File: config.mk
export PLATFORM = sky130hd
export DESIGN_NAME = fir_dsp_core
export DESIGN_NICKNAME = d
export VERILOG_FILES = /design/src/verilog/fir_dsp_pkg.sv /design/src/verilog/fir_coeff_regs.sv /design/src/verilog/fir_mult_path.sv /design/src/verilog/fir_post_adder.sv /design/src/verilog/fir_dsp_core.sv
export SDC_FILE = /design/constraint.sdc
export NUM_CORES = 2
export LEC_CHECK = 0
export BUFFER_PORTS_ARGS = -buffer_cell sky130_fd_sc_hd__buf_4
export CELL_PAD_IN_SITES_DETAIL_PLACEMENT = 0
export CELL_PAD_IN_SITES_GLOBAL_PLACEMENT = 1
export CORE_UTILIZATION = 40
export DETAILED_ROUTE_END_ITERATION = 8
export PLACE_DENSITY = 0.75
export REMOVE_ABC_BUFFERS = 1
export SYNTH_ARGS = -nofsm -noshare
export SYNTH_HDL_FRONTEND = slang
export SYNTH_HIERARCHICAL = 1
export SYNTH_SLANG_ARGS = --single-unit
File: constraint.sdc
create_clock -name clk_i -period 7.5 [get_ports clk_i]
set_clock_uncertainty 0.1 [all_clocks]
set_input_delay 1.125 -clock clk_i [delete_from_list [all_inputs] [get_ports clk_i]]
set_output_delay 1.125 -clock clk_i [all_outputs]
set_load 0.01 [all_outputs]
File: src/verilog/fir_dsp_pkg.sv
`default_nettype none

// Shared widths, pipeline offsets and bundled operand types for the FIR tap
package fir_dsp_pkg;

    // Sample inputs A and D
    localparam int SAMPLE_W = 26;

    // Pre-adder keeps one guard bit so D + A never overflows
    localparam int PREADD_W = SAMPLE_W + 1;

    // Tap coefficient
    localparam int COEFF_W = 18;

    // Full signed product of the pre-adder sum and the coefficient
    localparam int PROD_W = PREADD_W + COEFF_W;

    // Post-adder, C operand, cascade in and out
    localparam int ACC_W = 48;

    // Pipeline offsets, counted in edges from the edge that samples A and D

    // Edge at which c_i is captured
    localparam int C_OFFSET = 2;

    // Edge at which pcin_i enters the post-adder
    localparam int PCIN_OFFSET = 3;

    // Edge at which the result lands in the output register
    localparam int P_LATENCY = 3;

    // The two samples that meet in the pre-adder
    typedef struct packed {
        logic signed [SAMPLE_W-1:0] a;
        logic signed [SAMPLE_W-1:0] d;
    } sample_t;

    // Operands of the post-adder besides the product
    typedef struct packed {
        logic signed [ACC_W-1:0] c;
        logic signed [ACC_W-1:0] pcin;
    } acc_in_t;

endpackage

`default_nettype wire

File: src/verilog/fir_coeff_regs.sv
`timescale 1ns/1ns
`default_nettype none

// Two-stage coefficient storage for one FIR tap
//
// load_i captures b_i into the staging register. update_i then moves the
// staged word into the active register that feeds the multiplier. The
// staging register also leaves the tap as bcout_o, so a row of taps can
// shift a new coefficient set through their staging registers and then
// switch all of them over with one update
module fir_coeff_regs (
    input  wire                               clk_i,
    input  wire                               rst_n_i,
    input  wire [fir_dsp_pkg::COEFF_W-1:0]    b_i,
    input  wire                               load_i,
    input  wire                               update_i,
    output logic [fir_dsp_pkg::COEFF_W-1:0]   coeff_o,
    output logic [fir_dsp_pkg::COEFF_W-1:0]   bcout_o
);

    // Staging register, written by load_i
    logic [fir_dsp_pkg::COEFF_W-1:0] stage_q;

    // Active register, seen by the multiplier
    logic [fir_dsp_pkg::COEFF_W-1:0] active_q;

    always_ff @(posedge clk_i or negedge rst_n_i) begin
        if (!rst_n_i) begin
            stage_q <= '0;
        end else if (load_i) begin
            stage_q <= b_i;
        end
    end

    // With load and update at the same edge the active register takes
    // the staging value from before that edge
    always_ff @(posedge clk_i or negedge rst_n_i) begin
        if (!rst_n_i) begin
            active_q <= '0;
        end else if (update_i) begin
            active_q <= stage_q;
        end
    end

    assign coeff_o = active_q;

    // Cascade towards the next tap in the load chain
    assign bcout_o = stage_q;

endmodule

`default_nettype wire

File: src/verilog/fir_mult_path.sv
`timescale 1ns/1ns
`default_nettype none

// Front half of the FIR tap
//
// Stage 1 registers A and D, stage 2 registers the pre-adder sum D + A,
// stage 3 registers the product with the active coefficient. The product
// leaves sign-extended to the post-adder width
module fir_mult_path (
    input  wire                               clk_i,
    input  wire                               rst_n_i,
    input  wire fir_dsp_pkg::sample_t         sample_i,
    input  wire [fir_dsp_pkg::COEFF_W-1:0]    coeff_i,
    output logic [fir_dsp_pkg::ACC_W-1:0]     prod_o
);

    localparam int EXT_W = fir_dsp_pkg::PREADD_W - fir_dsp_pkg::SAMPLE_W;
    localparam int PROD_EXT_W = fir_dsp_pkg::ACC_W - fir_dsp_pkg::PROD_W;

    // Input registers for both samples
    fir_dsp_pkg::sample_t sample_q;

    // Samples widened to the pre-adder width
    logic signed [fir_dsp_pkg::PREADD_W-1:0] a_ext;
    logic signed [fir_dsp_pkg::PREADD_W-1:0] d_ext;

    // Pre-adder
    logic signed [fir_dsp_pkg::PREADD_W-1:0] preadd_d;
    logic signed [fir_dsp_pkg::PREADD_W-1:0] preadd_q;

    // Multiplier
    logic signed [fir_dsp_pkg::COEFF_W-1:0] coeff_s;
    logic signed [fir_dsp_pkg::PROD_W-1:0]  prod_d;
    logic signed [fir_dsp_pkg::PROD_W-1:0]  prod_q;

    // Stage 1
    always_ff @(posedge clk_i or negedge rst_n_i) begin
        if (!rst_n_i) begin
            sample_q <= '0;
        end else begin
            sample_q <= sample_i;
        end
    end

    assign a_ext = {{EXT_W{sample_q.a[fir_dsp_pkg::SAMPLE_W-1]}}, sample_q.a};
    assign d_ext = {{EXT_W{sample_q.d[fir_dsp_pkg::SAMPLE_W-1]}}, sample_q.d};

    // The guard bit keeps the sum exact for any pair of samples
    assign preadd_d = d_ext + a_ext;

    // Stage 2
    always_ff @(posedge clk_i or negedge rst_n_i) begin
        if (!rst_n_i) begin
            preadd_q <= '0;
        end else begin
            preadd_q <= preadd_d;
        end
    end

    // Both operands signed, so the product is a full signed result
    assign coeff_s = $signed(coeff_i);
    assign prod_d  = preadd_q * coeff_s;

    // Stage 3 uses the coefficient that was active over the previous cycle
    always_ff @(posedge clk_i or negedge rst_n_i) begin
        if (!rst_n_i) begin
            prod_q <= '0;
        end else begin
            prod_q <= prod_d;
        end
    end

    assign prod_o = {{PROD_EXT_W{prod_q[fir_dsp_pkg::PROD_W-1]}}, prod_q};

endmodule

`default_nettype wire

File: src/verilog/fir_post_adder.sv
`timescale 1ns/1ns
`default_nettype none

// Back half of the FIR tap
//
// C is registered one edge before the output register so that it lines
// up with the product. PCIN is not registered, since the previous tap
// already presents it from its own output register
module fir_post_adder (
    input  wire                               clk_i,
    input  wire                               rst_n_i,
    input  wire [fir_dsp_pkg::ACC_W-1:0]      prod_i,
    input  wire fir_dsp_pkg::acc_in_t         acc_i,
    output logic [fir_dsp_pkg::ACC_W-1:0]     p_o
);

    // C input register
    logic [fir_dsp_pkg::ACC_W-1:0] c_q;

    // Three-operand sum and output register
    logic [fir_dsp_pkg::ACC_W-1:0] sum_d;
    logic [fir_dsp_pkg::ACC_W-1:0] p_q;

    always_ff @(posedge clk_i or negedge rst_n_i) begin
        if (!rst_n_i) begin
            c_q <= '0;
        end else begin
            c_q <= acc_i.c;
        end
    end

    // Two's complement wraps, so one unsigned add covers the signed case
    assign sum_d = prod_i + c_q + acc_i.pcin;

    always_ff @(posedge clk_i or negedge rst_n_i) begin
        if (!rst_n_i) begin
            p_q <= '0;
        end else begin
            p_q <= sum_d;
        end
    end

    assign p_o = p_q;

endmodule

`default_nettype wire

File: src/verilog/fir_dsp_core.sv
`timescale 1ns/1ns
`default_nettype none

// FIR tap core
//
// Computes P = (D + A) * B + C + PCIN in a fixed pipeline
//   edge n    A and D registered
//   edge n+1  pre-adder sum registered
//   edge n+2  product registered, C registered
//   edge n+3  sum with PCIN registered into P
// The coefficient B is loaded in two steps through load_i and update_i,
// and the staging register is passed on as bcout_o for chained loading
module fir_dsp_core (
    input  wire                               clk_i,
    input  wire                               rst_n_i,
    input  wire fir_dsp_pkg::sample_t         sample_i,
    input  wire [fir_dsp_pkg::COEFF_W-1:0]    b_i,
    input  wire                               load_i,
    input  wire                               update_i,
    input  wire fir_dsp_pkg::acc_in_t         acc_i,
    output logic [fir_dsp_pkg::ACC_W-1:0]     p_o,
    output logic [fir_dsp_pkg::ACC_W-1:0]     pcout_o,
    output logic [fir_dsp_pkg::COEFF_W-1:0]   bcout_o
);

    // Active coefficient into the multiplier
    logic [fir_dsp_pkg::COEFF_W-1:0] coeff;

    // Registered product already at the post-adder width
    logic [fir_dsp_pkg::ACC_W-1:0] prod;

    // Output register of the post-adder
    logic [fir_dsp_pkg::ACC_W-1:0] p;

    fir_coeff_regs u_coeff_regs (
        .clk_i    (clk_i),
        .rst_n_i  (rst_n_i),
        .b_i      (b_i),
        .load_i   (load_i),
        .update_i (update_i),
        .coeff_o  (coeff),
        .bcout_o  (bcout_o)
    );

    fir_mult_path u_mult_path (
        .clk_i    (clk_i),
        .rst_n_i  (rst_n_i),
        .sample_i (sample_i),
        .coeff_i  (coeff),
        .prod_o   (prod)
    );

    fir_post_adder u_post_adder (
        .clk_i    (clk_i),
        .rst_n_i  (rst_n_i),
        .prod_i   (prod),
        .acc_i    (acc_i),
        .p_o      (p)
    );

    // The cascade output carries the same word as P
    assign p_o     = p;
    assign pcout_o = p;

endmodule

`default_nettype wire

### Word level (Yosys, flattened, before mapping)

Index checks and enable logic that the tools add are counted.

| operators by class | value |
|---|---|
| add/sub/neg operators | 3 |
| multipliers | 1 |

Operators by type and width:

| cell | number |
|---|---|
| $add A48 B48 Y48 | 2 |
| $mul A27 B18 Y45 | 1 |
| $add A26 B26 Y27 | 1 |

| word-level totals | value |
|---|---|
| input bits | 170 |
| output and inout port bits | 114 |
| logic and storage cells | 12 |
| flip-flop bits (word level) | 256 |

### Depth between registers and ports, before layout

| depth | value |
|---|---|
| word-level depth | 2 |
| gate-level depth with buffers | 26 |
| gate-level depth less buffers | 24 |

### Modules after synthesis

Netlist, hierarchy kept.

By module, submodules not included:

| module | cells each | area each (um2) | seq. area each (um2) | times used |
|---|---|---|---|---|
| fir_mult_path | 2,231 | 21,421.8 | 3,103.0 | 1 |
| fir_post_adder | 552 | 6,103.4 | 2,402.3 | 1 |
| fir_coeff_regs | 76 | 1,443.9 | 900.9 | 1 |
| fir_dsp_core | 48 | 360.3 | 0.0 | 1 |

### Worst setup path after synthesis

No wires, ideal clock.

| timing | value |
|---|---|
| path kind | register -> register |
| start | reg u_coeff_regs.active_q, in the netlist u_coeff_regs/coeff_o[11] |
| end | reg u_mult_path/prod_q[44] (netlist name) |
| path slack | 1,046 ps |
| library setup time | 125 ps |
| clock period less this slack | 6,454 ps |
| buffers on the path | 2 |
| stages on the path, launching flop included | 25 |
| arrival time | 6,229 ps |
| required time | 7,275 ps |
| path through | dfrtp_1 clkbuf_1 clkbuf_1 nand2_1 fa_1 inv_1 fa_1 inv_1 fa_1 inv_1 fa_1 fa_1 inv_1 fa_1 inv_1 ha_1 a21o_1 o21a_1 a311oi_2 a211oi_2 a21oi_2 o21ai_2 a41oi_1 o21ai_0 xnor2_1 |

| on the way | value |
|---|---|
| longest elaborated chain between the ends | 1 |

Ends and longest elaborated chain:

| item | line | source |
|---|---|---|
| start: declaration | fir_coeff_regs.sv:25 | `logic [fir_dsp_pkg::COEFF_W-1:0] active_q;` |
| start signal: assignment | fir_coeff_regs.sv:41 | `active_q <= stage_q;` |
| $mul A27 B18 Y45 | fir_mult_path.sv:62 | `assign prod_d = preadd_q * coeff_s;` |
| net u_mult_path.prod_d, one bit | fir_mult_path.sv:33 | `logic signed [fir_dsp_pkg::PROD_W-1:0] prod_d;` |
| end signal: assignment | fir_mult_path.sv:69 | `prod_q <= prod_d;` |
| end: declaration | fir_mult_path.sv:34 | `logic signed [fir_dsp_pkg::PROD_W-1:0] prod_q;` |

The timed path passes the listed nets, and every way through them passes these cells.
A chain may end at the register's enable or synchronous reset.

### Worst setup path after layout

| timing | value |
|---|---|
| start | reg u_coeff_regs.active_q, in the netlist u_coeff_regs/coeff_o[4] |
| end | reg u_mult_path/prod_q[44] (netlist name) |

Same word-level chain as after synthesis.

==> metrics.cfg <==
[layout]
fill_cells=6797
final_cell_mix=569 x inv_1, 522 x fa_1, 341 x nand2_1, 329 x buf_4, 256 x dfrtp_1
finalNonFillerCells=4074
final_common_cell=inv_1
nets=3974
area_growth_pct=13.2
final_layout_size_suffix_gt1_frac=0.143

[grt]
antenna_found_initial=1
gr-total-overflow=0
grt_pass1_vias=21500
grt_max_degree=139
grtUsageTotal=0.218
grt_pass1_wl_microns=124000

[yosys]
synth-edff-count=0
synth.top_cell.area_share=0.356
async_reset_ff_frac=1.00
yosys.area.top_type=fa_1
netlist_area_sq_um=29300
synth_ff_type=dfrtp_1
synth.area.top_cells=fa_1 36%, dfrtp_1 22%, ha_1 7.8%
syn_area_per_cell_sq_um=10.1
syn_inst=2907
ys_ff_latch=256
synth.distinct_cells=77
yosysSeqAreaShare=0.218
synth_warnings=6

[clocking]
clk_latency_ps=620
cts_buffers=31
htree_levels=1
cts.root.buffer_cell=clkbuf_16
cts_resized=0
post_cts_buffers=0
hold_buffers=0
cts_tree=yes
clkTransAtPathRegs_ps=70
clock_sinks=256
clockBufferDepth=3

[placement]
dp_hpwl_microns=66300
place_congestion=0.889
io_buffers=283
dp.cells=4016

[routing]
highest-signal-layer=met4
firstDrtPassIters=5
vias=20300
dr.first_iter.drc_count=1193
viasPerCell=4.99
wl_per_cell_microns=19.6
wl_met2_microns=37800
met1_length_microns=34600
wl_met3_microns=4980
drtAntennaViolNets=0
drc=0
wl_microns=80000

[setup_path]
crit_slowest_cell=dfrtp_1
path_cells=buf_4, nand2_1, fa_1, fa_1, fa_1, inv_1, fa_1, fa_1, inv_1, fa_1, inv_1, ha_1, a2111oi_2, o21ai_1, o21a_1, a311o_1, a21oi_2, o21ai_2, a41oi_1, o21ai_0, xnor2_1
critical_path_class=flop to flop
cp.required_ps=7870
slowest_delay_ps=910
cp_data_arrival_time_ps=7450
worstSetupStartpoint=u_coeff_regs/coeff_o[4]
critPathLaunchType=flop
timing.rr.start=u_coeff_regs/coeff_o[4]
cp_max_fo=21
worstSetupEndpointType=flop
crit_top_cell=fa_1
r2r_cells=21

[timing]
final_hold_viol_count=0
finalSetupViolCount=0
maxSlewViolCount=0
finalSetupTns_ps=0
slew_headroom=0.318
worst_pin_slew_ps=1020
maxClockFrequency_mhz=141
rsz0062_at_grt=no
fin_crit_sh=0.945
period_minus_slack_ps=7090

[min_path]
hp-class=flop to flop
hold_path_depth=1
hold_start=u_mult_path/d_ext[0]

[run_status]
status=completed

[floorplanning]
die_x_microns=273
rows=98
die_y_microns=273
dieArea_sq_um=74400
initial_core_util=0.407
core_region_area_sq_um=72000
io_pins=284

[run]
cap_violations=0

## per-layer routing
metal / vias to the layer above / GRT usage
li1: 9228 / -
met1: 10300 / 0.297
met5: - / 0
met3: 127 / 0.0344
met2: 653 / 0.357
met4: 0 / 0.0670
## sequential cells by signal (all words and copies together), names as in the netlist
signal / flops
u_post_adder/c_q: 48
u_mult_path/preadd_q: 27
u_post_adder/p_o: 48
u_mult_path/d_ext: 26
u_mult_path/a_ext: 26
u_coeff_regs/coeff_o: 18
u_coeff_regs/bcout_o: 18
u_mult_path/prod_q: 45
## layout make-up
cell class,instances,area [sq um],area share
timing repair buffer,331,2500,0.0755
antenna,1,2.50,0.0000754
clock buffer,38,852,0.0257
multi-input combinational,1910,19900,0.598
inverter,569,2140,0.0643
clock inverter,19,244,0.00735
tap,950,1190,0.0358
sequential,256,6410,0.193
## worst max-delay path: cells and delay by family, from the launching register on
kind,cells,cell delay (ps)
xor gates and xnor gates,1,140
AOI/OAI and AO/OA,8,1830
buffers and inverters,4,450
and+or+nand+nor,1,90
DFF,1,910
adders and majority gates,7,3390
## stage by stage
step                      hold slack, ps  setup slack (ps)  utilization  cell area (sq um)
after global routing                 417               142        0.461              33200
final                                391               414        0.461              33200
after floorplan                      343              1140            -              28400
after CTS                            399               398        0.461              33200
after detailed placement             380               448        0.446              32100
after global placement               389               558        0.446              32100
## cells by family after synthesis
| family | synth area share |
|---|---|
| AOI/OAI and AO/OA | 0.0742 |
| buffers and inverters | 0.105 |
| xor gates and xnor gates | 0.0337 |
| muxes | 0.0167 |
| adders and majority gates | 0.434 |
| DFF | 0.218 |
| and+or+nand+nor | 0.118 |
## cell usage after synthesis, types with 5 or more instances
cell type,n
nand2b_1,17
a31o_2,6
nor2_1,72
buf_6,5
a21oi_1,109
and3_1,18
nand4_1,17
o21a_1,14
mux2_2,16
a31oi_1,21
o21ai_0,48
or2_2,5
ha_1,183
buf_4,52
a211oi_1,11
a21o_1,51
nor2b_1,12
nand2_1,341
dfrtp_1,256
xor2_1,32
o31ai_1,5
nand3_1,20
inv_1,569
nor3_1,16
and2_1,184
o211ai_1,7
and4_1,5
xnor2_1,81
mux2_4,20
clkbuf_1,105
or3_1,5
fa_1,522
o21bai_1,10
## path summary, 6_finish.rpt
| kind | to | slack, ps |
|---|---|---|
| worst max-delay path | u_mult_path/prod_q[44] | 410 |
| max in group asynchronous | u_mult_path/d_ext[9] | 5380 |
| worst min register to register | u_mult_path/preadd_q[0] | 390 |
| worst max register to register | u_mult_path/prod_q[44] | 410 |
| worst min-delay path | u_mult_path/preadd_q[0] | 390 |
| min in group asynchronous | u_post_adder/c_q[46] | 500 |
Power is left out: the tool's default activity adds up to more than one toggle a clock period on the data nets, which glitch-free logic cannot reach.
